==> src/include/exu_params.svh <==
/*
 * execute stage constants
 * data width, RV32I opcodes, funct3 codes and reset pc
 */
`ifndef EXU_PARAMS_SVH
`define EXU_PARAMS_SVH

`define EXU_XLEN        32
`define EXU_RESET_PC    32'h8000_0000   // first fetch address

// major opcodes, inst[6:0]
`define EXU_OPC_OP      7'b0110011
`define EXU_OPC_OP_IMM  7'b0010011
`define EXU_OPC_LUI     7'b0110111
`define EXU_OPC_AUIPC   7'b0010111
`define EXU_OPC_JAL     7'b1101111
`define EXU_OPC_JALR    7'b1100111
`define EXU_OPC_BRANCH  7'b1100011

// funct3 for OP / OP-IMM
`define EXU_F3_ADD      3'b000          // add and sub share this
`define EXU_F3_SLL      3'b001
`define EXU_F3_SLT      3'b010
`define EXU_F3_SLTU     3'b011
`define EXU_F3_XOR      3'b100
`define EXU_F3_SRL      3'b101          // srl and sra share this
`define EXU_F3_OR       3'b110
`define EXU_F3_AND      3'b111

// funct3 for BRANCH
`define EXU_F3_BEQ      3'b000
`define EXU_F3_BNE      3'b001
`define EXU_F3_BLT      3'b100
`define EXU_F3_BGE      3'b101
`define EXU_F3_BLTU     3'b110
`define EXU_F3_BGEU     3'b111

`endif

==> src/logic/exu_pkg.sv <==
/*
 * execute stage types
 * data words, instruction fields, one-hot ALU op and control state
 */
`include "exu_params.svh"

package exu_pkg;

    typedef logic [`EXU_XLEN-1:0] word_t;    // operand, result, pc, target
    typedef logic [6:0]           opcode_t;
    typedef logic [2:0]           funct3_t;
    typedef logic [4:0]           shamt_t;   // RV32 shift amount

    // bit positions inside the one-hot ALU operation
    localparam int unsigned ALU_ADD      = 0;
    localparam int unsigned ALU_SUB      = 1;
    localparam int unsigned ALU_SLT      = 2;
    localparam int unsigned ALU_SLTU     = 3;
    localparam int unsigned ALU_OR       = 4;
    localparam int unsigned ALU_AND      = 5;
    localparam int unsigned ALU_XOR      = 6;
    localparam int unsigned ALU_SLL      = 7;
    localparam int unsigned ALU_SRL      = 8;
    localparam int unsigned ALU_SRA      = 9;
    localparam int unsigned ALU_EXPLICIT = 10;   // pass db straight through
    localparam int unsigned ALU_NUM      = 11;

    typedef logic [ALU_NUM-1:0] alu_op_t;        // all zero means no op

    // squash tracking
    typedef enum logic {
        EXU_RUN,        // normal issue
        EXU_SHADOW      // next accepted instruction is killed
    } exu_state_e;

endpackage

==> src/logic/exu_alu.sv <==
/*
 * integer ALU
 * shared add/sub with compare flags, logic ops, barrel shifter
 * and a db pass-through, all picked by a one-hot op
 */
`timescale 1ns/1ps
`include "exu_params.svh"

module exu_alu import exu_pkg::*; (
    input  word_t   da,
    input  word_t   db,
    input  alu_op_t op,
    output word_t   result,
    output logic    less,
    output logic    zero
);

    logic  do_sub;          // subtract for sub and both compares
    logic  unsigned_cmp;
    word_t db_x;            // db, inverted when subtracting
    word_t sum;
    logic  carry;
    logic  overflow;
    word_t shift_out;

    assign do_sub       = op[ALU_SUB] | op[ALU_SLT] | op[ALU_SLTU];
    assign unsigned_cmp = op[ALU_SLTU];

    // one adder, two's complement subtract through inversion plus carry-in
    assign db_x         = db ^ {`EXU_XLEN{do_sub}};
    assign {carry, sum} = {1'b0, da} + {1'b0, db_x} + {{`EXU_XLEN{1'b0}}, do_sub};

    // signed overflow when inputs agree in sign and sum does not
    assign overflow = (da[`EXU_XLEN-1] == db_x[`EXU_XLEN-1]) &&
                      (sum[`EXU_XLEN-1] != da[`EXU_XLEN-1]);

    // no carry out of da - db means borrow, so da < db unsigned
    assign less = unsigned_cmp ? ~carry : (overflow ^ sum[`EXU_XLEN-1]);
    assign zero = (sum == '0);

    exu_alu_shift u_shift (
        .din   (da),
        .shamt (db[4:0]),           // upper bits of db ignored
        .left  (op[ALU_SLL]),
        .arith (op[ALU_SRA]),
        .dout  (shift_out)
    );

    // and-or mux, op is one-hot so at most one term survives
    assign result = ({`EXU_XLEN{op[ALU_ADD]}}      & sum)             |
                    ({`EXU_XLEN{op[ALU_SUB]}}      & sum)             |
                    ({`EXU_XLEN{op[ALU_SLT]}}      & word_t'(less))   |
                    ({`EXU_XLEN{op[ALU_SLTU]}}     & word_t'(less))   |
                    ({`EXU_XLEN{op[ALU_OR]}}       & (da | db))       |
                    ({`EXU_XLEN{op[ALU_AND]}}      & (da & db))       |
                    ({`EXU_XLEN{op[ALU_XOR]}}      & (da ^ db))       |
                    ({`EXU_XLEN{op[ALU_SLL]}}      & shift_out)       |
                    ({`EXU_XLEN{op[ALU_SRL]}}      & shift_out)       |
                    ({`EXU_XLEN{op[ALU_SRA]}}      & shift_out)       |
                    ({`EXU_XLEN{op[ALU_EXPLICIT]}} & db);              // lui

endmodule

==> src/logic/exu_alu_shift.sv <==
/*
 * barrel shifter
 * five log stages shifting right, left shifts reuse them by bit reversal
 */
`timescale 1ns/1ps

module exu_alu_shift import exu_pkg::*; (
    input  word_t  din,
    input  shamt_t shamt,
    input  logic   left,
    input  logic   arith,
    output word_t  dout
);

    function automatic word_t bit_rev(input word_t w);
        word_t r;
        for (int i = 0; i < $bits(word_t); i++) begin
            r[i] = w[$bits(word_t)-1-i];
        end
        return r;
    endfunction

    word_t s0, s1, s2, s3, s4, s5;
    logic  fill;                                // bit shifted in from the top

    assign fill = arith & din[$bits(word_t)-1]; // sign for sra, else zero
    assign s0   = left ? bit_rev(din) : din;

    assign s1 = shamt[0] ? {fill, s0[31:1]}        : s0;
    assign s2 = shamt[1] ? {{2{fill}}, s1[31:2]}   : s1;
    assign s3 = shamt[2] ? {{4{fill}}, s2[31:4]}   : s2;
    assign s4 = shamt[3] ? {{8{fill}}, s3[31:8]}   : s3;
    assign s5 = shamt[4] ? {{16{fill}}, s4[31:16]} : s4;

    assign dout = left ? bit_rev(s5) : s5;      // undo reversal for sll

endmodule

==> src/logic/exu_branch.sv <==
/*
 * branch unit
 * resolves conditional branches from the ALU flags and
 * computes the redirect target for branches, jal and jalr
 */
`timescale 1ns/1ps
`include "exu_params.svh"

module exu_branch import exu_pkg::*; (
    input  word_t   pc,
    input  word_t   rs1,
    input  word_t   imm,
    input  funct3_t funct3,
    input  logic    is_branch,
    input  logic    is_jump,
    input  logic    jalr,
    input  logic    less,
    input  logic    zero,
    output logic    taken,
    output word_t   target
);

    logic  cond;            // branch compare holds
    word_t jalr_sum;

    always_comb begin
        case (funct3)
            `EXU_F3_BEQ:  cond = zero;
            `EXU_F3_BNE:  cond = ~zero;
            `EXU_F3_BLT:  cond = less;     // signed flag from slt
            `EXU_F3_BGE:  cond = ~less;
            `EXU_F3_BLTU: cond = less;     // unsigned flag from sltu
            `EXU_F3_BGEU: cond = ~less;
            default:      cond = 1'b0;     // 010 and 011 undefined
        endcase
    end

    assign taken = is_jump | (is_branch & cond);

    // jalr drops bit 0 of the sum
    assign jalr_sum = rs1 + imm;
    assign target   = jalr ? {jalr_sum[`EXU_XLEN-1:1], 1'b0} : (pc + imm);

endmodule

==> src/logic/exu_ctrl.sv <==
/*
 * stage control
 * registers results on the issue strobe, pulses the result strobe
 * one cycle later and kills the instruction behind a taken redirect
 */
`timescale 1ns/1ps

module exu_ctrl import exu_pkg::*; (
    input  logic  clk,
    input  logic  arst_n,
    input  logic  in_valid,
    input  word_t result,
    input  logic  writes_rd,
    input  logic  taken,
    input  word_t target,
    output logic  out_valid,
    output word_t out_result,
    output logic  out_wen,
    output logic  out_redirect,
    output word_t out_target,
    output logic  out_kill
);

    exu_state_e state;
    logic       kill;       // current issue sits in the fetch shadow

    assign kill = (state == EXU_SHADOW);

    always_ff @(posedge clk or negedge arst_n) begin
        if (!arst_n) begin
            state        <= EXU_RUN;
            out_valid    <= 1'b0;
            out_wen      <= 1'b0;
            out_redirect <= 1'b0;
            out_kill     <= 1'b0;
        end else begin
            out_valid <= in_valid;                      // one cycle latency
            if (in_valid) begin
                out_wen      <= writes_rd & ~kill;
                out_redirect <= taken & ~kill;
                out_kill     <= kill;
                // killed instructions never open a new shadow
                state        <= (taken && !kill) ? EXU_SHADOW : EXU_RUN;
            end
        end
    end

    // payload, held until the next issue
    always_ff @(posedge clk) begin
        if (in_valid) begin
            out_result <= result;
            out_target <= target;
        end
    end

endmodule

==> src/logic/exu_op_decode.sv <==
/*
 * operation decode
 * maps opcode, funct3 and funct7[5] onto a one-hot ALU op,
 * flags branches and jumps and muxes the ALU operands
 */
`timescale 1ns/1ps
`include "exu_params.svh"

module exu_op_decode import exu_pkg::*; (
    input  word_t   pc,
    input  word_t   rs1,
    input  word_t   rs2,
    input  word_t   imm,
    input  opcode_t opcode,
    input  funct3_t funct3,
    input  logic    funct7_5,
    output alu_op_t alu_op,
    output word_t   alu_da,
    output word_t   alu_db,
    output logic    is_branch,
    output logic    is_jump,
    output logic    is_jalr,
    output logic    writes_rd
);

    always_comb begin
        // defaults give a dead instruction
        alu_op    = '0;
        alu_da    = rs1;
        alu_db    = rs2;
        is_branch = 1'b0;
        is_jump   = 1'b0;
        is_jalr   = 1'b0;
        writes_rd = 1'b0;

        case (opcode)
            `EXU_OPC_OP, `EXU_OPC_OP_IMM: begin
                writes_rd = 1'b1;
                if (opcode == `EXU_OPC_OP_IMM) begin
                    alu_db = imm;                   // shamt sits in imm[4:0]
                end
                case (funct3)
                    `EXU_F3_ADD: begin
                        // sub only exists in register form
                        if (opcode == `EXU_OPC_OP && funct7_5) begin
                            alu_op[ALU_SUB] = 1'b1;
                        end else begin
                            alu_op[ALU_ADD] = 1'b1;
                        end
                    end
                    `EXU_F3_SLL:  alu_op[ALU_SLL]  = 1'b1;
                    `EXU_F3_SLT:  alu_op[ALU_SLT]  = 1'b1;
                    `EXU_F3_SLTU: alu_op[ALU_SLTU] = 1'b1;
                    `EXU_F3_XOR:  alu_op[ALU_XOR]  = 1'b1;
                    `EXU_F3_SRL: begin
                        if (funct7_5) begin
                            alu_op[ALU_SRA] = 1'b1;  // arithmetic
                        end else begin
                            alu_op[ALU_SRL] = 1'b1;
                        end
                    end
                    `EXU_F3_OR:   alu_op[ALU_OR]   = 1'b1;
                    default:      alu_op[ALU_AND]  = 1'b1;
                endcase
            end
            `EXU_OPC_BRANCH: begin
                is_branch = 1'b1;                   // rs1 against rs2, no write
                case (funct3)
                    `EXU_F3_BLT, `EXU_F3_BGE:   alu_op[ALU_SLT]  = 1'b1;
                    `EXU_F3_BLTU, `EXU_F3_BGEU: alu_op[ALU_SLTU] = 1'b1;
                    default:                    alu_op[ALU_SUB]  = 1'b1; // eq/ne via zero
                endcase
            end
            `EXU_OPC_LUI: begin
                writes_rd              = 1'b1;
                alu_op[ALU_EXPLICIT]   = 1'b1;
                alu_db                 = imm;       // upper immediate as is
            end
            `EXU_OPC_AUIPC: begin
                writes_rd       = 1'b1;
                alu_op[ALU_ADD] = 1'b1;
                alu_da          = pc;
                alu_db          = imm;
            end
            `EXU_OPC_JAL, `EXU_OPC_JALR: begin
                writes_rd       = 1'b1;
                is_jump         = 1'b1;
                is_jalr         = (opcode == `EXU_OPC_JALR);
                alu_op[ALU_ADD] = 1'b1;             // link value pc + 4
                alu_da          = pc;
                alu_db          = word_t'(4);
            end
            default: ;                              // unsupported, no write
        endcase
    end

endmodule

==> src/logic/exu_top.sv <==
/*
 * execute stage top
 * decode, ALU, branch unit and control for one RV32I instruction per strobe
 */
`timescale 1ns/1ps

module exu_top import exu_pkg::*; (
    input  logic    clk,
    input  logic    arst_n,
    input  logic    in_valid,
    input  word_t   in_pc,
    input  word_t   in_rs1,
    input  word_t   in_rs2,
    input  word_t   in_imm,
    input  opcode_t in_opcode,
    input  funct3_t in_funct3,
    input  logic    in_funct7_5,
    output logic    out_valid,
    output word_t   out_result,
    output logic    out_wen,
    output logic    out_redirect,
    output word_t   out_target,
    output logic    out_kill
);

    alu_op_t alu_op;
    word_t   alu_da;
    word_t   alu_db;
    word_t   alu_out;
    logic    alu_less;
    logic    alu_zero;
    logic    is_branch;
    logic    is_jump;
    logic    is_jalr;
    logic    writes_rd;
    logic    taken;
    word_t   target;

    exu_op_decode u_decode (
        .pc        (in_pc),
        .rs1       (in_rs1),
        .rs2       (in_rs2),
        .imm       (in_imm),
        .opcode    (in_opcode),
        .funct3    (in_funct3),
        .funct7_5  (in_funct7_5),
        .alu_op    (alu_op),
        .alu_da    (alu_da),
        .alu_db    (alu_db),
        .is_branch (is_branch),
        .is_jump   (is_jump),
        .is_jalr   (is_jalr),
        .writes_rd (writes_rd)
    );

    exu_alu u_alu (
        .da     (alu_da),
        .db     (alu_db),
        .op     (alu_op),
        .result (alu_out),
        .less   (alu_less),
        .zero   (alu_zero)
    );

    exu_branch u_branch (
        .pc        (in_pc),
        .rs1       (in_rs1),
        .imm       (in_imm),
        .funct3    (in_funct3),
        .is_branch (is_branch),
        .is_jump   (is_jump),
        .jalr      (is_jalr),
        .less      (alu_less),
        .zero      (alu_zero),
        .taken     (taken),
        .target    (target)
    );

    exu_ctrl u_ctrl (
        .clk          (clk),
        .arst_n       (arst_n),
        .in_valid     (in_valid),
        .result       (alu_out),
        .writes_rd    (writes_rd),
        .taken        (taken),
        .target       (target),
        .out_valid    (out_valid),
        .out_result   (out_result),
        .out_wen      (out_wen),
        .out_redirect (out_redirect),
        .out_target   (out_target),
        .out_kill     (out_kill)
    );

endmodule

==> config.mk <==
export PLATFORM = sky130hd
export DESIGN_NAME = exu_top
export DESIGN_NICKNAME = d
export VERILOG_FILES = /design/src/logic/exu_pkg.sv /design/src/logic/exu_alu.sv /design/src/logic/exu_alu_shift.sv /design/src/logic/exu_branch.sv /design/src/logic/exu_ctrl.sv /design/src/logic/exu_op_decode.sv /design/src/logic/exu_top.sv
export VERILOG_INCLUDE_DIRS = /design/src /design/src/include
export SDC_FILE = /design/constraint.sdc
export NUM_CORES = 1
export LEC_CHECK = 0
export BUFFER_PORTS_ARGS = -buffer_cell sky130_fd_sc_hd__buf_2
export CORE_MARGIN = 2
export CORE_UTILIZATION = 40
export CTS_CLUSTER_SIZE = 20
export DETAILED_ROUTE_END_ITERATION = 10
export SYNTH_ARGS = -nofsm -noshare
export SYNTH_HDL_FRONTEND = slang
export SYNTH_HIERARCHICAL = 1
export SYNTH_SLANG_ARGS = --single-unit
==> constraint.sdc <==
create_clock -name clk -period 1.1 [get_ports clk]
set_input_delay 0.055 -clock clk [delete_from_list [all_inputs] [get_ports clk]]
set_output_delay 0.055 -clock clk [all_outputs]
set_load 0.005 [all_outputs]
==> results.cfg <==
[outcome]
status = finished, violations left
violations = negative setup slack

[critical_path]
critPathMaxFanout = 7
end_kind = register
critical_path_class = input pin to register
required_ns = 1.35
startpoint_type = input pin
r2r_slack_ns = 0.25
critPathSlowestCell = or3_4
cpPeakStageDelay_ns = 0.43
cp_common_cell = buf_12
r2r_cells = 1
r2r_end = u_ctrl/out_kill
reg2reg_from = u_ctrl/out_redirect
cp.arrival_ns = 5.04

[grt]
grt_use_total = 0.3625
grt_start_max_net_pins = 54
grt.overflow.total = 0
grt_pass1_wl_mm = 99.89
antenna_found_initial = 2
grt_pass1_vias = 17200

[die]
io_pins = 210
die_h_um = 191.1
die_x_um = 191.1
coreArea_um2 = 34540
die_area_um2 = 36530
rows = 68
start_util = 0.4055

[logic_synthesis]
synthAdderAreaFrac = 0.1436
ys_top_cells_by_area = ha_1 (14%), edfxtp_1 (14%), a21oi_1 (4.7%), xnor2_1 (4.6%), mux4_2 (4.5%)
synth_seq_cells = 68
syn_nets = 1973
synth_simple_gate_area_share = 0.1409
synthFlopType = edfxtp_1
async_flop_share = 0.05882
avgSynthCellArea_um2 = 8.377
yosysWarnings = 6
synth_top_family_by_area = compound AO/OA/AOI/OAI gates
synth_top_area_frac = 0.1394
yosys-mux-area-fraction = 0.1507
postSynthCellCount = 1672
synth_common_cells = nand2_1 (163), ha_1 (156), a21oi_1 (131), o21ai_0 (110), inv_1 (97)
yosysMostFrequentCell = nand2_1
synth_compound_area_frac = 0.2905
syn-cell-area_um2 = 14010
synth_cell_types = 104
synth_xor_area_frac = 0.06941
seq_area_frac_synth = 0.1444
yosysTopAreaCell = ha_1
synth_edf_count = 64

[layout]
multi_input_area_um2 = 13170
fill_cells = 2775
fin_nets = 2848
seq_area_um2 = 2022
area.growth.synth_to_final_pct = 71.04
drive_gt1_frac = 0.5388

[power]
ir_drop_mv = 0.8237
power_w = 0.01948
p_per_area_nw_per_um2 = 813.3
p_leak_nw = 11.16

[route]
drt_iter0_drc = 1497
dr.pass1.iters = 5
vias = 17660
drtAntennaViolNets = 0
drcViolationCount = 0
drt-vias-per-instance = 5.869
wire_per_inst_um = 22.89
wirelength_mm = 68.86

[timing]
drv_slew = 0
fin_ws_ns = -3.685
min_period_ns = 4.785
max_slew_margin = 0.2961
finalCritPeriodShare = 4.350
finalHoldViolations = 0
fmax_ghz = 0.2090
finalSetupTns_ns = -137.81
tightest_slew_ns = 1.052
setup_viol = 65
worst_clock_skew_ns = 0.001878
rsz0062_at_grt = yes

[clock_tree]
cts_buffers = 9
path_clk_slew_ns = 0.07
cts_htree_levels = 3
clk_latency_ns = 0.38
root_buffer = clkbuf_16
cts_tree = done
ctsLongestPathBuffers = 2
cts_sinks = 68

[placement]
io_buffers = 209
finalWeightedCongestion = 0.9984
post-dp-hpwl_mm = 54.74

[min_path]
hold_class = input pin to asynchronous set/reset pin

[job]
cap_violations = 0
==> routing by layer <==
metal | global-route usage | routed length, µm | vias up
met5 | 0 | 12 | -
met4 | 0.1367 | 2744 | 2
met3 | 0.05765 | 5841 | 132
met2 | 0.5743 | 30590 | 820
met1 | 0.4948 | 29670 | 8588
li1 | - | - | 8113
==> metrics by stage <==
step           cells    util  hold WS [ns]  instance area (µm²)  setup WS [ns]
2_1_floorplan   1672       -       -0.2406                14570         -3.448
3_3_place_gp    2911  0.6065       -0.1175                20950         -4.054
3_5_place_dp    2911  0.6065       -0.1204                20950         -4.175
4_1_cts         2966  0.6605      0.003734                22820         -3.621
5_1_grt         3007  0.6934       0.04677                23950         -3.916
6_report        3008  0.6935       0.03918                23960         -3.685
==> repair_timing <==
| item | in CTS | in global routing |
|---|---|---|
| resized for setup | 263 | 184 |
| hold buffers | 1 | 0 |
| cloned | 1 | 1 |
| hold endpoints to repair | 4 | 0 |
| endpoints found under the setup margin | 65 | 65 |
| pin swaps | 92 | 143 |
| setup buffers | 41 | 58 |
==> worst max-delay path by stage <==
stage | start | slack (ns) | end | cells past startpoint
floorplan | in_opcode[3] | -3.45 | u_ctrl/out_redirect | 23
global placement | in_opcode[3] | -4.05 | u_ctrl/out_redirect | 25
detailed placement | in_opcode[3] | -4.17 | u_ctrl/out_redirect | 24
CTS | in_opcode[3] | -3.62 | u_ctrl/out_redirect | 26
global route | in_opcode[3] | -3.92 | u_ctrl/out_redirect | 26
finish | in_opcode[3] | -3.68 | u_ctrl/out_redirect | 26
==> state kept, by name, summed over array words and instances (netlist names) <==
register,flops
u_ctrl/out_result,32
u_ctrl/out_valid,1
u_ctrl/out_redirect,1
u_ctrl/out_kill,1
u_ctrl/out_wen,1
u_ctrl/out_target,32
==> critical path: cells and delay by family <==
family / cells / cell delay [ns]
adders and majority gates: 1 / 0.32
buffers and inverters: 4 / 0.58
and+or+nand+nor: 10 / 1.97
muxes: 1 / 0.06
AOI/OAI and AO/OA: 8 / 1.67
xor gates and xnor gates: 2 / 0.34
==> power by group <==
part	switching (W)	internal [W]
registers	0.0000782	0.00318
logic	0.00644	0.00629
clock network	0.00131	0.00218
==> layout make-up <==
| cell class | count | share of cell area |
|---|---|---|
| inverter | 99 | 0.01572 |
| clock inverter | 7 | 0.004387 |
| sequential | 68 | 0.08440 |
| clock buffer | 9 | 0.009401 |
| antenna | 1 | 0.0001045 |
| tap | 455 | 0.02376 |
| timing repair buffer | 954 | 0.3123 |
| multi-input combinational | 1415 | 0.5499 |
==> placed cells by master (no fill, tap or decap), drive strengths merged, types with 13 or more instances in the layout <==
| master | synthesis | layout |
|---|---|---|
| buf | 36 | 951 |
| nand2 | 164 | 164 |
| ha | 156 | 156 |
| o21ai | 135 | 135 |
| a21oi | 134 | 134 |
| inv | 98 | 98 |
| nor2 | 81 | 81 |
| xnor2 | 74 | 74 |
| mux2 | 66 | 66 |
| edfxtp | 64 | 64 |
| mux2i | 62 | 62 |
| a221o | 47 | 47 |
| xor2 | 37 | 37 |
| a21o | 36 | 36 |
| nand3 | 32 | 32 |
| a22o | 31 | 31 |
| mux4 | 28 | 28 |
| o211ai | 21 | 21 |
| a22oi | 20 | 20 |
| and3 | 20 | 20 |
| nor3 | 19 | 19 |
| a211oi | 17 | 17 |
| nand2b | 14 | 14 |
| nor2b | 14 | 14 |
| o21a | 13 | 13 |
==> cells by family after synthesis <==
logic type	Yosys count
flops	68
xor+xnor	111
fa+ha+maj	159
compound gates	578
simple gates	411
buf+inv	189
mux	156
Power figures use the tool's default switching activity.
